===== src/cpuSm_params.svh =====
`ifndef CPUSM_PARAMS_SVH
`define CPUSM_PARAMS_SVH

// Halfword lanes in one longword
`define CPUSM_LANES 2

// Value of the registered active-high inputs while in reset
`define CPUSM_SYNC_RST 1'b0

`endif

===== src/cpuSmPkg.sv =====
`include "cpuSm_params.svh"

package cpuSmPkg;

    // Bus-cycle sequencer states
    typedef enum logic [2:0] {
        smIdle    = 3'd0,
        smBusReq  = 3'd1,
        smAddr    = 3'd2,
        smData    = 3'd3,
        smLane    = 3'd4,
        smRelease = 3'd5,
        smFlush   = 3'd6
    } cpuState_t;

    // Latched termination code
    // Bit 1 set once the cycle is terminated
    // Bit 0 set for a 32-bit port
    typedef logic [1:0] termCode_t;

    // One flag per halfword lane
    // Bit 1 is the upper lane (A1 low) and bit 0 the lower lane
    typedef logic [`CPUSM_LANES-1:0] laneMask_t;

endpackage


===== src/cpuSmTop.sv =====
`timescale 1ns/1ps
`include "cpuSm_params.svh"

module cpuSmTop (
    input  logic       CLK90,
    input  logic       CCRESET_,
    input  logic       dmaEna,
    input  logic       dmaReq,
    input  logic       dmaDir,
    input  logic       busGrant,
    input  logic       flushFifo,
    input  logic       fifoEmpty,
    input  logic       fifoFull,
    input  logic [1:0] dsack,
    input  logic       sterm,
    output logic       busReq,
    output logic       bgAck,
    output logic       pAs,
    output logic       pDs,
    output logic       size1,
    output logic       plhw,
    output logic       pllw,
    output logic       dieh,
    output logic       diel,
    output logic       f2cpuh,
    output logic       f2cpul,
    output logic       incFifo,
    output logic       decFifo,
    output logic       incAddr,
    output logic       stopFlush
);

    logic enaQ;
    logic reqQ;
    logic grantQ;
    logic flushQ;
    logic emptyQ;
    logic fullQ;
    logic dir;
    logic pDsReq;
    logic laneStep;
    logic wordClear;
    logic wordFull;
    logic anyFilled;
    cpuSmPkg::termCode_t term;
    cpuSmPkg::cpuState_t state;
    cpuSmPkg::laneMask_t filled;
    cpuSmPkg::laneMask_t active;

    cpuSmInputs uInputs (
        .CLK90     (CLK90),
        .CCRESET_  (CCRESET_),
        .dmaEna    (dmaEna),
        .dmaReq    (dmaReq),
        .busGrant  (busGrant),
        .flushFifo (flushFifo),
        .fifoEmpty (fifoEmpty),
        .fifoFull  (fifoFull),
        .dsack     (dsack),
        .sterm     (sterm),
        .pDsReq    (pDsReq),
        .enaQ      (enaQ),
        .reqQ      (reqQ),
        .grantQ    (grantQ),
        .flushQ    (flushQ),
        .emptyQ    (emptyQ),
        .fullQ     (fullQ),
        .term      (term)
    );

    cpuSmSequencer uSequencer (
        .CLK90     (CLK90),
        .CCRESET_  (CCRESET_),
        .enaQ      (enaQ),
        .reqQ      (reqQ),
        .grantQ    (grantQ),
        .flushQ    (flushQ),
        .emptyQ    (emptyQ),
        .fullQ     (fullQ),
        .dmaDir    (dmaDir),
        .term      (term),
        .wordFull  (wordFull),
        .anyFilled (anyFilled),
        .state     (state),
        .dir       (dir),
        .pDsReq    (pDsReq),
        .laneStep  (laneStep),
        .wordClear (wordClear)
    );

    // Highest index is the upper lane, each lane watches its partner
    for (genvar i = 0; i < `CPUSM_LANES; i++) begin : gLane
        cpuLaneCtrl uLane (
            .CLK90       (CLK90),
            .CCRESET_    (CCRESET_),
            .upper       (i == `CPUSM_LANES - 1),
            .state       (state),
            .dir         (dir),
            .term        (term),
            .laneStep    (laneStep),
            .wordClear   (wordClear),
            .otherFilled (filled[`CPUSM_LANES - 1 - i]),
            .filled      (filled[i]),
            .active      (active[i])
        );
    end

    cpuSmOutputs uOutputs (
        .CLK90     (CLK90),
        .CCRESET_  (CCRESET_),
        .state     (state),
        .dir       (dir),
        .filled    (filled),
        .active    (active),
        .wordFull  (wordFull),
        .anyFilled (anyFilled),
        .busReq    (busReq),
        .bgAck     (bgAck),
        .pAs       (pAs),
        .pDs       (pDs),
        .size1     (size1),
        .plhw      (plhw),
        .pllw      (pllw),
        .dieh      (dieh),
        .diel      (diel),
        .f2cpuh    (f2cpuh),
        .f2cpul    (f2cpul),
        .incFifo   (incFifo),
        .decFifo   (decFifo),
        .incAddr   (incAddr),
        .stopFlush (stopFlush)
    );

endmodule


===== src/cpuSmOutputs.sv =====
`timescale 1ns/1ps
`include "cpuSm_params.svh"

module cpuSmOutputs (
    input  logic                CLK90,
    input  logic                CCRESET_,
    input  cpuSmPkg::cpuState_t state,
    input  logic                dir,
    input  cpuSmPkg::laneMask_t filled,
    input  cpuSmPkg::laneMask_t active,
    output logic                wordFull,
    output logic                anyFilled,
    output logic                busReq,
    output logic                bgAck,
    output logic                pAs,
    output logic                pDs,
    output logic                size1,
    output logic                plhw,
    output logic                pllw,
    output logic                dieh,
    output logic                diel,
    output logic                f2cpuh,
    output logic                f2cpul,
    output logic                incFifo,
    output logic                decFifo,
    output logic                incAddr,
    output logic                stopFlush
);

    localparam int Hi = `CPUSM_LANES - 1;

    logic addrPh;
    logic dataPh;
    logic lanePh;
    logic flushPh;
    logic oneOpen;
    logic wordDone;
    logic readHi;
    logic readLo;

    assign wordFull  = &filled;
    assign anyFilled = |filled;

    // Only one halfword left to move
    assign oneOpen = ($countones(~filled) == 1);

    // This bus cycle finishes the longword
    assign wordDone = &(filled | active);

    assign addrPh  = (state == cpuSmPkg::smAddr);
    assign dataPh  = (state == cpuSmPkg::smData);
    assign lanePh  = (state == cpuSmPkg::smLane);
    assign flushPh = (state == cpuSmPkg::smFlush);

    assign readHi = dataPh & !dir & active[Hi];
    assign readLo = dataPh & !dir & active[0];

    always_ff @(posedge CLK90 or negedge CCRESET_) begin
        if (!CCRESET_) begin
            busReq    <= 1'b0;
            bgAck     <= 1'b0;
            pAs       <= 1'b0;
            pDs       <= 1'b0;
            size1     <= 1'b0;
            plhw      <= 1'b0;
            pllw      <= 1'b0;
            dieh      <= 1'b0;
            diel      <= 1'b0;
            f2cpuh    <= 1'b0;
            f2cpul    <= 1'b0;
            incFifo   <= 1'b0;
            decFifo   <= 1'b0;
            incAddr   <= 1'b0;
            stopFlush <= 1'b0;
        end else begin
            busReq    <= (state == cpuSmPkg::smBusReq);
            bgAck     <= addrPh | dataPh | lanePh | (state == cpuSmPkg::smRelease);
            pAs       <= addrPh | dataPh;
            pDs       <= dataPh;
            size1     <= (addrPh | dataPh) & oneOpen;
            // Read latches bus data into the FIFO halves
            plhw      <= readHi;
            pllw      <= readLo;
            dieh      <= readHi;
            diel      <= readLo;
            // Write puts FIFO halves onto the bus
            f2cpuh    <= dataPh & dir & active[Hi];
            f2cpul    <= dataPh & dir & active[0];
            incFifo   <= (lanePh & wordDone & !dir) | (flushPh & !dir & anyFilled);
            decFifo   <= lanePh & wordDone & dir;
            incAddr   <= lanePh;
            stopFlush <= flushPh;
        end
    end

endmodule


===== src/cpuLaneCtrl.sv =====
`timescale 1ns/1ps

module cpuLaneCtrl (
    input  logic                CLK90,
    input  logic                CCRESET_,
    input  logic                upper,
    input  cpuSmPkg::cpuState_t state,
    input  logic                dir,
    input  cpuSmPkg::termCode_t term,
    input  logic                laneStep,
    input  logic                wordClear,
    input  logic                otherFilled,
    output logic                filled,
    output logic                active
);

    logic filledQ;
    logic fillDir;
    logic inCycle;
    logic myTurn;

    // Lane decisions only matter once the port size is known
    assign inCycle = (state == cpuSmPkg::smData) || (state == cpuSmPkg::smLane);

    // 32-bit port serves every open lane
    // 16-bit port serves the upper lane first, lower once upper is done
    assign myTurn = term[0] | upper | otherFilled;

    // A halfword left over from the other direction does not count
    assign filled = filledQ & (fillDir == dir);

    assign active = term[1] & inCycle & !filled & myTurn;

    always_ff @(posedge CLK90 or negedge CCRESET_) begin
        if (!CCRESET_) begin
            filledQ <= 1'b0;
            fillDir <= 1'b0;
        end else if (wordClear) begin
            filledQ <= 1'b0;
        end else if (laneStep && active) begin
            filledQ <= 1'b1;
            fillDir <= dir;
        end
    end

endmodule


===== src/cpuSmSequencer.sv =====
`timescale 1ns/1ps

module cpuSmSequencer (
    input  logic                CLK90,
    input  logic                CCRESET_,
    input  logic                enaQ,
    input  logic                reqQ,
    input  logic                grantQ,
    input  logic                flushQ,
    input  logic                emptyQ,
    input  logic                fullQ,
    input  logic                dmaDir,
    input  cpuSmPkg::termCode_t term,
    input  logic                wordFull,
    input  logic                anyFilled,
    output cpuSmPkg::cpuState_t state,
    output logic                dir,
    output logic                pDsReq,
    output logic                laneStep,
    output logic                wordClear
);

    cpuSmPkg::cpuState_t nextState;
    logic fifoReady;
    logic flushNow;
    logic cutShort;
    logic leaveIdle;

    // Read fills the FIFO so it must not be full
    // Write drains it so it must not be empty
    assign fifoReady = dmaDir ? !emptyQ : !fullQ;

    // Write flush once the FIFO has run dry
    // Read flush only with a partial word to push
    assign flushNow = flushQ & (dmaDir ? emptyQ : anyFilled);

    // A flush during a read stops the word after the current halfword
    assign cutShort = flushQ & !dir;

    always_comb begin
        nextState = state;
        case (state)
            cpuSmPkg::smIdle: begin
                if (flushNow) begin
                    nextState = cpuSmPkg::smFlush;
                end else if (enaQ && reqQ && fifoReady) begin
                    nextState = cpuSmPkg::smBusReq;
                end
            end
            // Hold the request until the arbiter grants the bus
            cpuSmPkg::smBusReq: begin
                if (grantQ) begin
                    nextState = cpuSmPkg::smAddr;
                end
            end
            cpuSmPkg::smAddr: begin
                nextState = cpuSmPkg::smData;
            end
            // Wait states last until a termination is latched
            cpuSmPkg::smData: begin
                if (term[1]) begin
                    nextState = cpuSmPkg::smLane;
                end
            end
            cpuSmPkg::smLane: begin
                nextState = cpuSmPkg::smRelease;
            end
            cpuSmPkg::smRelease: begin
                if (wordFull || cutShort) begin
                    nextState = cpuSmPkg::smIdle;
                end else begin
                    // Remaining halfword, bus is kept
                    nextState = cpuSmPkg::smAddr;
                end
            end
            cpuSmPkg::smFlush: begin
                nextState = cpuSmPkg::smIdle;
            end
            default: begin
                nextState = cpuSmPkg::smIdle;
            end
        endcase
    end

    assign leaveIdle = (state == cpuSmPkg::smIdle) && (nextState != cpuSmPkg::smIdle);

    always_ff @(posedge CLK90 or negedge CCRESET_) begin
        if (!CCRESET_) begin
            state <= cpuSmPkg::smIdle;
        end else begin
            state <= nextState;
        end
    end

    // Direction stays fixed for the whole word
    always_ff @(posedge CLK90 or negedge CCRESET_) begin
        if (!CCRESET_) begin
            dir <= 1'b0;
        end else if (leaveIdle) begin
            dir <= dmaDir;
        end
    end

    assign pDsReq = (state == cpuSmPkg::smData);

    // Lane flags update at the end of the lane state
    assign laneStep = (state == cpuSmPkg::smLane);

    // Empty the lanes once the word has gone or been flushed
    assign wordClear = ((state == cpuSmPkg::smRelease) && wordFull)
                     || (state == cpuSmPkg::smFlush);

endmodule


===== src/cpuSmInputs.sv =====
`timescale 1ns/1ps
`include "cpuSm_params.svh"

module cpuSmInputs (
    input  logic                CLK90,
    input  logic                CCRESET_,
    input  logic                dmaEna,
    input  logic                dmaReq,
    input  logic                busGrant,
    input  logic                flushFifo,
    input  logic                fifoEmpty,
    input  logic                fifoFull,
    input  logic [1:0]          dsack,
    input  logic                sterm,
    input  logic                pDsReq,
    output logic                enaQ,
    output logic                reqQ,
    output logic                grantQ,
    output logic                flushQ,
    output logic                emptyQ,
    output logic                fullQ,
    output cpuSmPkg::termCode_t term
);

    logic termSeen;
    logic port32;

    // Any DSACK code or STERM ends the data phase
    assign termSeen = (|dsack) | sterm;

    // Both DSACK lines or STERM mean a 32-bit port
    assign port32 = (&dsack) | sterm;

    // One register stage for each asynchronous level
    always_ff @(posedge CLK90 or negedge CCRESET_) begin
        if (!CCRESET_) begin
            enaQ   <= `CPUSM_SYNC_RST;
            reqQ   <= `CPUSM_SYNC_RST;
            grantQ <= `CPUSM_SYNC_RST;
            flushQ <= `CPUSM_SYNC_RST;
            emptyQ <= `CPUSM_SYNC_RST;
            fullQ  <= `CPUSM_SYNC_RST;
        end else begin
            enaQ   <= dmaEna;
            reqQ   <= dmaReq;
            grantQ <= busGrant;
            flushQ <= flushFifo;
            emptyQ <= fifoEmpty;
            fullQ  <= fifoFull;
        end
    end

    // Port size is captured on the first termination of the data phase
    // and held until the data strobe request goes away
    always_ff @(posedge CLK90 or negedge CCRESET_) begin
        if (!CCRESET_) begin
            term <= '0;
        end else if (!pDsReq) begin
            term <= '0;
        end else if (!term[1] && termSeen) begin
            term <= {1'b1, port32};
        end
    end

endmodule


===== config.mk =====
export PLATFORM = sky130hd
export DESIGN_NAME = cpuSmTop
export DESIGN_NICKNAME = d
export VERILOG_FILES = /design/src/cpuSmPkg.sv /design/src/cpuSmTop.sv /design/src/cpuSmOutputs.sv /design/src/cpuLaneCtrl.sv /design/src/cpuSmSequencer.sv /design/src/cpuSmInputs.sv
export VERILOG_INCLUDE_DIRS = /design/src
export SDC_FILE = /design/constraint.sdc
export NUM_CORES = 1
export LEC_CHECK = 0
export BUFFER_PORTS_ARGS = -buffer_cell sky130_fd_sc_hd__buf_2
export CORE_MARGIN = 8
export CORE_UTILIZATION = 32
export CTS_BUF_LIST = sky130_fd_sc_hd__clkbuf_8
export CTS_CLUSTER_DIAMETER = 200
export CTS_CLUSTER_SIZE = 10
export DETAILED_ROUTE_END_ITERATION = 10
export SLEW_MARGIN = 20
export SYNTH_ARGS = -nofsm -noshare
export SYNTH_HDL_FRONTEND = slang
export SYNTH_SLANG_ARGS = --single-unit

===== constraint.sdc =====
create_clock -name CLK90 -period 2.4 [get_ports CLK90]
set_input_delay 0.24 -clock CLK90 [delete_from_list [all_inputs] [get_ports CLK90]]
set_output_delay 0.24 -clock CLK90 [all_outputs]
set_load 0.01 [all_outputs]

-- After elaboration in Yosys (flattened, before gate mapping)
Cells that the tools add are included.
- $add $sub $neg: 1
- reductions and logical operators: 27
- equality and inequality tests: 10
- mux-type cells: 14
- bitwise operators: 30
- operators by type and width (kind ; number):
    $eq 32x2->1 const B ; 1
    $and 1x1->1 ; 20
    $pmux 3 s6 ; 1
    $mux 3 ; 4
    $reduce_and 2->1 ; 5
    $eq 3x3->1 const B ; 3
    $logic_and 1x1->1 ; 7
    $or 1x1->1 ; 7
    $eq 3x2->1 const B ; 2
    $logic_not 1->1 ; 6
    $mux 1 ; 6
    $mux 2 ; 3
    $reduce_bool 2->1 ; 2
    $reduce_or 2->1 ; 2
    $eq 3x1->1 const B ; 1
    $logic_not 3->1 ; 1
    $logic_or 1x1->1 ; 3
    $reduce_bool 3->1 ; 1
    $add 1x1->2 ; 1
    $eq 1x1->1 ; 2
    $ne 2x2->1 const B ; 1
    $not 2->2 ; 1
    $or 2x2->2 ; 1
    $not 1->1 ; 1
- output and inout bits: 15
- bits in registers: 29

-- Depth between registers and ports, before layout
Gate-level depths: netlist of run 1.
- word-level depth: 10
- depth in mapped cells: 11
- mapped depth without buffers: 9

-- Modules after synthesis
Synthesis of run 1 repeated with hierarchy kept, for this count alone.
- cell total of the unflattened synthesis: 122
- area total of the unflattened synthesis: 1375.1 µm²
- modules (own cells, without submodules) (module ; area each (µm²) ; cells an instance ; sequential area each (µm²) ; times used):
    cpuSmOutputs ; 504.2 ; 40 ; 325.3 ; 1
    cpuSmSequencer ; 311.5 ; 35 ; 100.1 ; 1
    cpuLaneCtrl ; 151.4 ; 15 ; 50.0 ; 2
    cpuSmInputs ; 249.0 ; 15 ; 200.2 ; 1
    cpuSmTop ; 7.5 ; 2 ; 0.0 ; 1

-- Worst setup path after synthesis of run 1
OpenSTA, ideal clock, no wires.
- path kind: register to register
- start: reg uSequencer.dir
- end: reg uSequencer.dir
- library setup time: 0.128 ns
- data required time: 2.272 ns
- stages on the path, launching flop included: 12
- path buffers: 2
- path slack: 0.215 ns
- arrival: 2.057 ns
- cells stage by stage: dfrtp_1 -> buf_4 -> xnor2_1 -> and2_1 -> clkbuf_1 -> inv_1 -> ha_1 -> nor2_1 -> a2111oi_2 -> o211a_1 -> o21bai_1 -> mux2_1
- word-level cells in the longest chain between the ends: 9
- elaborated cells between the ends (all ways): 16
- those cells by class: eq/ne (2); mux (4); bitwise (4); reduce/logical (6)
- RTL lines (what ; RTL line ; text):
    start, declared ; cpuSmSequencer.sv:17 ; output logic dir,
    start signal, assigned ; cpuSmSequencer.sv:100 ; dir <= dmaDir;
    $eq 1x1->1 ; cpuLaneCtrl.sv:30 ; assign filled = filledQ & (fillDir == dir);
    $and 1x1->1 ; cpuLaneCtrl.sv:30 ;
    $reduce_or 2->1 (*) ; cpuSmOutputs.sv:42 ; assign anyFilled = |filled;
    $mux 1 (*) ; cpuSmSequencer.sv:35 ; assign flushNow = flushQ & (dmaDir ? emptyQ : anyFilled);
    $and 1x1->1 (*) ; cpuSmSequencer.sv:35 ;
    $mux 3 (*) ; cpuSmSequencer.sv:44 ; if (flushNow) begin
    $pmux 3 s6 (*) ; cpuSmSequencer.sv:42 ; case (state)
    via uSequencer.nextState[0] ; cpuSmSequencer.sv:23 ; cpuSmPkg::cpuState_t nextState;
    $reduce_bool 3->1 (*) ; cpuSmSequencer.sv:85 ; assign leaveIdle = (state == cpuSmPkg::smIdle) && (nextState != cpuSmPkg::smIdle);
    $logic_and 1x1->1 (*) ; cpuSmSequencer.sv:85 ;
Mark *: on every way through the listed nets, which the timed path passes. The rest lies on a longest branch.
A chain may end at the register's enable or synchronous reset.

-- Worst setup path after layout of run 1
Ends and elaborated chain as after synthesis.

==> summary.md, run 1 <==
| Metric | Value |
|---|---|
| Outcome | completed |
| Max-slew violations | 0 |
| Top post-synthesis cells by area | dfrtp_1, and2_1, o21ai_0, buf_4, nand2_1 |
| Global placer's final weighted congestion | 0.800 |
| CTS Buffer Depth | 2 |
| Worst slack, placed | 0.122 ns |
| H-tree depth | 2 |
| XOR/XNOR Fraction of Synth Area | 0.0209 |
| Startpoint Class | register |
| Fmax | 446 MHz |
| IO buf count | 26 |
| Max VDD drop | 0.000393 V |
| Worst setup path class | reg -> reg |
| Hold Crit Depth | 1 |
| CTS root buf | clkbuf_8 |
| Row Count | 22 |
| Yosys reg bits | 29 |
| Vias in the first global route | 892 |
| Initial antenna violation count | 0 |
| Final antenna-violating net count | 0 |
| RSZ-0062 raised after global routing | false |
| Via count | 898 |
| Later-pin clock latency in the skew report | 0.28 ns |
| Setup-failing EPs final | 0 |
| Initial drt markers | 38 |
| Largest net degree at the start of global routing | 30 |
| Syn Area/Cell | 11.2 um2 |
| FFs w/ async S/R, synth | 1.00 |
| Post-Synth Adder-Cell Area | 0.0199 |
| Die Area | 6190 um2 |
| Unique masters post-synth | 41 |
| First-pass GRT wire length | 4110 um |
| Pleak | 0.713 nW |
| Sequential element share of the synthesized area | 0.577 |
| Syn Inst Count | 112 |
| GR Overflow Total | 0 |
| Clk pin slew, worst setup/hold paths | 0.06 ns |
| Num CTS Buffers | 5 |
| Die Y | 78.7 um |
| Nets@finish | 152 |
| Die W | 78.7 um |
| Commonest register cell after synthesis | dfrtp_1 |
| Effective utilization at floorplan | 0.338 |
| Placed Instances | 178 |
| End of the worst register-to-register path | uSequencer.dir |
| Clock sink count | 29 |
| Largest family of logic cells by synthesized area | simple AND/OR/NAND/NOR gates |
| Via density | 4.80 |
| Slew @ Worst Pin | 0.625 ns |
| Inserted Diodes | 0 |
| IO Pins | 27 |
| Most frequent cells in the layout | dfrtp_1, buf_2, inv_1, nand2_1 |
| CTS tree | done |
| Post-Syn Area | 1260 um2 |
| Hold Crit Start | dmaReq |
| Worst r2r src | uSequencer.dir |
| Final wirelength | 2450 um |
| HPWL after DPL | 1860 um |
| Area share of the largest cell type after synthesis | 0.577 |
| Synth warn | 0 |
| Commonest non-fill, non-tap cell in the layout | dfrtp_1 |
| Multiplexer share of the synthesized area | 0.0179 |
| Pre-antenna DRT Iters | 4 |
| Setup crit end kind | register |
| Simple-Gate Fraction of Synth Area | 0.157 |
| HP Class | in -> reg |
| Final hold viol count | 0 |
| Min Tclk post-route | 2.24 ns |
| Worst-path fanout max | 7 |
| Layout Area Growth over Synthesis | 19.0% |
| Post-route insts no fill | 187 |
| Synthesized Nets | 126 |
| Post-DR wirelength/cell | 13.1 um |
| Final setup margin | 0.160 ns |
| Gr usage total | 0.0847 |
| CORE AREA | 3720 um2 |
| Pwr dens | 1050 nW/um2 |
| Synth Area in Compound Gates | 0.150 |
| Rel. slew slack | 0.583 |
| Clock skew | 0.00422 ns |
| Synth area leader | dfrtp_1 |
| End of the worst hold path | uInputs.reqQ |
| Data required, critical path | 2.56 ns |
| Crit path DAT | 2.40 ns |
| Setup TNS | 0 ns |
| Reg2Reg Depth | 9 |
| R2R setup slack | 0.16 ns |
| # Max-Cap Violations | 0 |
| Post-synth EDFFs | 0 |
| Layout cells sized above 1 | 0.302 |
| Post-route DRC violation count | 0 |
| Tcrit/Tclk final | 0.933 |
## cell type report
class / instances / area [um2]
fill: 368 / 2220
sequential: 29 / 727
multi-input combinational: 69 / 467
timing repair buffer: 27 / 140
clock buffer: 5 / 68.8
tap: 48 / 60.1
inverter: 6 / 22.5
clock inverter: 3 / 11.3
## state kept, by name (all words and copies together) (netlist names), 2 cells and up
name                 count
gLane.uLane.fillDir      2
gLane.uLane.filledQ      2
uSequencer.state         3
uInputs.term             2
## cells in the mapped netlist (2+ instances only)
master / instances
a211o_1: 2
a21oi_1: 3
and2_1: 6
buf_2: 3
buf_4: 4
dfrtp_1: 29
ha_1: 2
inv_1: 4
inv_2: 2
nand2_1: 7
nand3_1: 3
nor2_1: 7
nor3_1: 5
o21ai_0: 6
o21ai_1: 2
xor2_1: 2
## logic make-up after synthesis
group | count (synthesis)
AOI/OAI and AO/OA | 25
buffers and inverters | 14
xor gates and xnor gates | 3
adders and majority gates | 2
DFF | 29
muxes | 2
and+or+nand+nor | 37
## worst max path at each step
stage,end,startpoint,depth (start not counted)
2_1_floorplan,uSequencer.dir,uSequencer.dir,11
3_3_place_gp,uSequencer.dir,uSequencer.dir,9
3_5_place_dp,uSequencer.dir,uSequencer.dir,9
4_1_cts,uSequencer.dir,uSequencer.dir,9
5_1_grt,uSequencer.dir,uSequencer.dir,9
6_report,uSequencer.dir,uSequencer.dir,9
## metal layers
| metal | track usage | part of all wire | wire length (um) |
|---|---|---|---|
| met5 | 0 | 0 | 0 |
| met4 | 0.0500 | 0.019 | 46 |
| met3 | 0.0410 | 0.084 | 207 |
| met2 | 0.133 | 0.45 | 1110 |
| met1 | 0.0912 | 0.44 | 1090 |
## critical path, cell delays in order (launching register included)
cell and delay, ns:
dfrtp_2 0.47, xnor2_1 0.15, and2_2 0.24, inv_1 0.06
ha_1 0.18, nor2_2 0.05, a2111oi_2 0.36, o211a_1 0.22
o21bai_1 0.09, mux2_1 0.31
## report_power, final
part,internal [mW],leakage (nW),switching (mW)
Sequential,0.601,0.371,0.159
Combinational,0.215,0.289,0.237
Clock,0.192,0.0519,0.166
Total,1.01,0.713,0.562
## stage by stage
stage | total power, mW | hold WS [ns] | cell area [um2] | util
6_report | 1.57 | 0.0639 | 1500 | 0.403
5_1_grt | 1.68 | 0.0522 | 1500 | 0.403
4_1_cts | 1.58 | 0.0578 | 1490 | 0.401
3_5_place_dp | 1.21 | 0.294 | 1400 | 0.376
3_3_place_gp | 1.20 | 0.285 | 1400 | 0.376
2_1_floorplan | 1.09 | -0.0556 | 1260 | -
## repair_timing
item	4_1_cts	5_1_grt
hold buffers	1	0
gates resized for setup	0	5
setup endpoints to repair	0	1
hold endpoints to repair	22	0
setup buffers	0	0
No activity file was read; power rests on OpenSTA's default activity.
==> run 2, diff against run 1 <==
ABC_AREA = 0   (was default)
CORE_UTILIZATION = 55   (was 32)
PLACE_DENSITY = 0.8   (was default)
==> run 2 against run 1 <==
  * Clock power hardly changed
  * Non-clock buffer count is the same
  * Global-route usage rose by 5.5 points
  * Final area fell by 1.8%
  * Via count grew 2.9%
  * Clock skew is 0.0017 ns lower
  * Largest power group unchanged
  * Hold slack barely moved
  * Sequential power increased by 0.8%
  * Register-to-register slack is essentially flat
  * Worst setup slack lost 0.0034 ns
  * Routed wire length grew 7.3%
==> summary.md, run 2 (synthesis gave the netlist of run 1 again) <==
| Metric | Value |
|---|---|
| Outcome | completed |
| Via density | 5.53 |
| Fmax | 446 MHz |
| Comb power frac | 0.289 |
| Max reg flops | 3 |
| Int Power | 1.01 mW |
| Worst path max stage delay | 0.46 ns |
| Uppermost layer routed | met4 |
| Clk pwr share | 0.227 |
| Data required, critical path | 2.56 ns |
| DRT met1 WL | 1110 um |
| CTS Buffer Depth | 2 |
| CP Cell Sequence | xor2_1 > nor2_2 > inv_1 > ha_1 > nor2_1 > a2111oi_2 > o211a_1 > o21bai_1 > mux2_1 |
| Crit path DAT | 2.41 ns |
| Final wirelength | 2630 um |
| Num CTS Buffers | 5 |
| Critical path's top delay family | compound AO/OA/AOI/OAI gates |
| Startpoint Class | register |
| H-tree depth | 2 |
| Via count | 924 |
| Inserted Diodes | 0 |
| Tcrit/Tclk final | 0.935 |
| Global placer's final weighted congestion | 0.890 |
| Worst-path fanout max | 7 |
| Fill cells | 160 |
| Max VDD drop | 0.000648 V |
| CTS tree | done |
| Most frequent cells in the layout | dfrtp_1, buf_2, inv_1, nand2_1 |
| Initial antenna violation count | 0 |
| HP Class | in -> reg |
| Die Area | 4070 um2 |
| Buffers plus inverters on the worst setup path | 1 |
| Layout Area Growth over Synthesis | 16.8% |
| Met3 wire length | 183 um |
| IO Pins | 27 |
| Final hold viol count | 0 |
| HPWL after DPL | 1900 um |
| Post-DR wirelength/cell | 15.7 um |
| Row Count | 17 |
| Commonest non-fill, non-tap cell in the layout | dfrtp_1 |
| Routed wl met2 | 1310 um |
| Largest net degree at the start of global routing | 30 |
| Gr usage total | 0.139 |
| Clk pin slew, worst setup/hold paths | 0.06 ns |
| Setup crit end kind | register |
| Setup-failing EPs final | 0 |
| GR Overflow Total | 0 |
| Slew @ Worst Pin | 0.625 ns |
| Max-slew violations | 0 |
| Clock skew | 0.00256 ns |
| Biggest register | uSequencer.state |
| Worst setup path class | reg -> reg |
| Pwr dens | 1080 nW/um2 |
| Final antenna-violating net count | 0 |
| Switching share of power | 0.364 |
| RSZ-0062 raised after global routing | false |
| First-pass GRT wire length | 4510 um |
| Pre-antenna DRT Iters | 4 |
| CP max stage cell | dfrtp_2 |
| Pleak | 0.713 nW |
| Placed Instances | 158 |
| Setup TNS | 0 ns |
| Die Y | 63.8 um |
| IO buf count | 26 |
| Vias in the first global route | 996 |
| Die W | 63.8 um |
| Layout cells sized above 1 | 0.295 |
| Later-pin clock latency in the skew report | 0.28 ns |
| # Max-Cap Violations | 0 |
| Initial drt markers | 27 |
| Reg power frac | 0.483 |
| Post-route insts no fill | 167 |
| Effective utilization at floorplan | 0.574 |
| Clock sink count | 29 |
| CTS root buf | clkbuf_8 |
| CORE AREA | 2190 um2 |
| Net Sw Power | 577 uW |
| Min Tclk post-route | 2.24 ns |
| Nets@finish | 152 |
| Rel. slew slack | 0.583 |
| Post-route DRC violation count | 0 |
run 2: cell counts in the layout (fill, tap and decap cells not counted):
No cell type changed its count.
run 2: layout make-up:
cell class,count,area (um2),area share
flip-flops and latches,29,727,0.495
multi-input cells,69,464,0.316
repair buffers,27,140,0.0954
clock buffers,5,68.8,0.0468
well taps,28,35.0,0.0239
inverters,6,22.5,0.0153
clock inverters,3,11.3,0.00767
run 2: final timing paths:
| path | startpoint | cells past startpoint | slack [ns] | endpoint |
|---|---|---|---|---|
| hold / removal | flushFifo | 1 | 0.06 | uInputs.flushQ |
| min in group asynchronous | CCRESET_ | 2 | 0.52 | uOutputs.stopFlush |
| setup / recovery | uSequencer.dir | 9 | 0.16 | uSequencer.dir |
| setup reg to reg | uSequencer.dir | 9 | 0.16 | uSequencer.dir |
| max in group asynchronous | CCRESET_ | 2 | 1.44 | uSequencer.dir |
| hold reg to reg | uSequencer.dir | 1 | 0.56 | uOutputs.pllw |
run 2: worst register-to-register path, stage by stage (launching register included):
cell	delay (ns)
dfrtp_2	0.46
xor2_1	0.18
nor2_2	0.19
inv_1	0.08
ha_1	0.22
nor2_1	0.16
a2111oi_2	0.09
o211a_1	0.25
o21bai_1	0.17
mux2_1	0.33
run 2: power by group through the flow:
stage | Combinational [mW] | Sequential, mW | Clock [mW]
2_1_floorplan | 0.412 | 0.682 | 0
5_1_grt | 0.505 | 0.784 | 0.390
4_1_cts | 0.453 | 0.761 | 0.367
6_report | 0.459 | 0.766 | 0.361
3_5_place_dp | 0.452 | 0.764 | 0
3_3_place_gp | 0.432 | 0.757 | 0
run 2: what timing repair did:
action	CTS	global route
setup buffers	0	0
endpoints found under the hold margin	29	0
gates resized for setup	0	3
hold buffers	1	0
endpoints found under the setup margin	0	1
run 2: per-stage QoR:
| step | area [um2] | power [mW] | hold slack [ns] | worst slack (ns) | utilization |
|---|---|---|---|---|---|
| after floorplan | 1260 | 1.09 | -0.0556 | 0.215 | - |
| after global placement | 1370 | 1.19 | 0.284 | 0.266 | 0.627 |
| after detailed placement | 1370 | 1.22 | 0.288 | 0.137 | 0.627 |
| after CTS | 1460 | 1.58 | 0.0579 | 0.126 | 0.668 |
| after global routing | 1470 | 1.68 | 0.0546 | 0.0200 | 0.670 |
| final | 1470 | 1.59 | 0.0641 | 0.156 | 0.670 |
run 2: layer usage:
layer,vias up,track usage
li1,437,-
met4,0,0.0696
met2,31,0.213
met3,4,0.0714
met5,-,0
met1,452,0.157
==> run 3, diff against run 2 <==
CORE_UTILIZATION = 59   (was 55)
PLACE_DENSITY = 0.85   (was 0.8)
clock period = 2.9 ns   (was 2.4 ns; I/O delays follow)
==> run 3 against run 2 <==
  * Sequential power decreased by 18%
  * Global-route usage fell by 0.14 points
  * Non-clock buffer count fell by 1
  * Register-to-register slack improved by 0.43 ns
  * Count of clock-buffer cells in the layout unchanged
  * Sequential share of layout area up 0.47 points
  * Via count is 0.87% lower
  * Utilization up 6.2 points
  * First-iteration DRC count fell by 26%
  * Clock skew rose by 0.00087 ns
  * Total power fell by 18%
==> summary.md, run 3 (synthesis gave the netlist of run 1 again) <==
| Metric | Value |
|---|---|
| # Max-Cap Violations | 0 |
| CTS Buffer Depth | 2 |
| CTS Hold Buffers Added | 0 |
| Die W | 62.2 um |
| Max-slew violations | 0 |
| Worst-path fanout max | 7 |
| Setup-failing EPs final | 0 |
| Post-route insts no fill | 165 |
| IO buf count | 26 |
| Clk pin slew, worst setup/hold paths | 0.06 ns |
| Area after DPL | 1370 um2 |
| Switching share of power | 0.358 |
| Final Instance Area | 1450 um2 |
| Setup crit end | uSequencer.dir |
| Clock sink count | 29 |
| Reg2Reg Depth | 9 |
| Largest net degree at the start of global routing | 30 |
| Commonest non-fill, non-tap cell in the layout | dfrtp_1 |
| Nets@finish | 151 |
| Worst r2r src | uSequencer.dir |
| Critical path's top delay family | compound AO/OA/AOI/OAI gates |
| Layout Area Growth over Synthesis | 15.5% |
| Crit. path cell count | 9 |
| Worst setup path class | reg -> reg |
| Row Count | 16 |
| Biggest register | uSequencer.state |
| CTS root buf | clkbuf_8 |
| CTS tree | done |
| Clock skew | 0.00344 ns |
| HP Class | in -> async |
| Die Area | 3860 um2 |
| Rel. slew slack | 0.595 |
| R2R setup slack | 0.58 ns |
| Post-route DRC violation count | 0 |
| Max VDD drop | 0.000665 V |
| Global placer's final weighted congestion | 0.864 |
| Clk pwr share | 0.225 |
| Max reg flops | 3 |
| Effective utilization at floorplan | 0.634 |
| Min Tclk post-route | 2.32 ns |
| Pre-antenna DRT Iters | 4 |
| Layout cells sized above 1 | 0.275 |
| Net Sw Power | 463 uW |
| IO Pins | 27 |
| Buffers plus inverters on the worst setup path | 1 |
| First-pass GRT wire length | 4240 um |
| Die Y | 62.2 um |
| GR Overflow Total | 0 |
| Post-DR wirelength/cell | 15.3 um |
| Data required, critical path | 3.05 ns |
| Setup crit end kind | register |
| Tcrit/Tclk final | 0.799 |
| CP Cell Sequence | xnor2_1 > and2_1 > inv_1 > ha_1 > nor2_1 > a2111oi_2 > o211a_1 > o21bai_1 > mux2_1 |
| Outcome | completed |
| Int Power | 831 uW |
| Setup Buffers After CTS | 0 |
| Inserted Diodes | 0 |
| RSZ-0062 raised after global routing | false |
| Slew @ Worst Pin | 0.608 ns |
| Comb power frac | 0.289 |
| Crit path DAT | 2.47 ns |
| Reg power frac | 0.486 |
| Setup TNS | 0 ns |
| Pwr dens | 891 nW/um2 |
| Fmax | 432 MHz |
| HPWL after DPL | 1890 um |
| Power, Total | 1.29 mW |
| Final wirelength | 2530 um |
| Gr usage total | 0.138 |
| Final antenna-violating net count | 0 |
| Via density | 5.55 |
| Worst path max stage delay | 0.46 ns |
| Placed Instances | 157 |
| Pleak | 0.709 nW |
| Via count | 916 |
| Final hold viol count | 0 |
| CP max stage cell | dfrtp_1 |
| Later-pin clock latency in the skew report | 0.27 ns |
| Final Util | 0.733 |
| Post-CTS Resized | 0 |
| Vias in the first global route | 951 |
| Initial drt markers | 20 |
| Timing startpoint of the critical path | uSequencer.dir |
| Startpoint Class | register |
| Initial antenna violation count | 0 |
| Num CTS Buffers | 5 |
| Most frequent cells in the layout | dfrtp_1, buf_2, inv_1, nor2_1, nand2_1 |
| H-tree depth | 2 |
| End of the worst register-to-register path | uSequencer.dir |
| CORE AREA | 1980 um2 |
## run 3: through the flow
step                worst slack [ns]  hold slack, ns
global route                   0.431          0.0745
CTS                            0.579          0.0424
global placement               0.781           0.324
finish                         0.583          0.0240
floorplan                      0.715        -0.00559
detailed placement             0.604           0.341
## run 3: worst min-delay path by stage
stage	startpoint	endpoint	slack, ns
after global placement	CCRESET_	uInputs.term[0]	0.32
after floorplan	CCRESET_	gLane[0].uLane.fillDir	-0.006
final	CCRESET_	gLane[0].uLane.fillDir	0.02
after detailed placement	CCRESET_	gLane[0].uLane.filledQ	0.34
after global routing	CCRESET_	gLane[0].uLane.fillDir	0.07
after CTS	CCRESET_	gLane[0].uLane.fillDir	0.04
## run 3: cell type report
cell class | count | area (um2)
sequential | 29 | 726
timing repair buffer | 26 | 130
clock buffer | 5 | 68.8
inverter | 6 | 22.5
fill | 145 | 529
tap | 27 | 33.8
clock inverter | 3 | 11.3
multi-input combinational | 69 | 460
## run 3: worst register-to-register path: cells and delay by family, from the launching register on
family / cells / cell delay (ns)
AOI/OAI and AO/OA: 3 / 0.51
adders and majority gates: 1 / 0.20
and+or+nand+nor: 2 / 0.43
xor gates and xnor gates: 1 / 0.19
buffers and inverters: 1 / 0.08
muxes: 1 / 0.34
DFF: 1 / 0.46
## run 3: layer usage
layer,part of all wire,GRT usage
met1,0.41,0.142
met2,0.51,0.230
met3,0.056,0.0609
met4,0.023,0.0729
met5,0,0
## run 3: power groups by stage
stage	clock (mW)	combinational [mW]	sequential, mW
2_1_floorplan	0	0.341	0.565
3_3_place_gp	0	0.355	0.623
3_5_place_dp	0	0.376	0.633
4_1_cts	0.304	0.377	0.626
5_1_grt	0.321	0.413	0.645
6_report	0.291	0.374	0.630
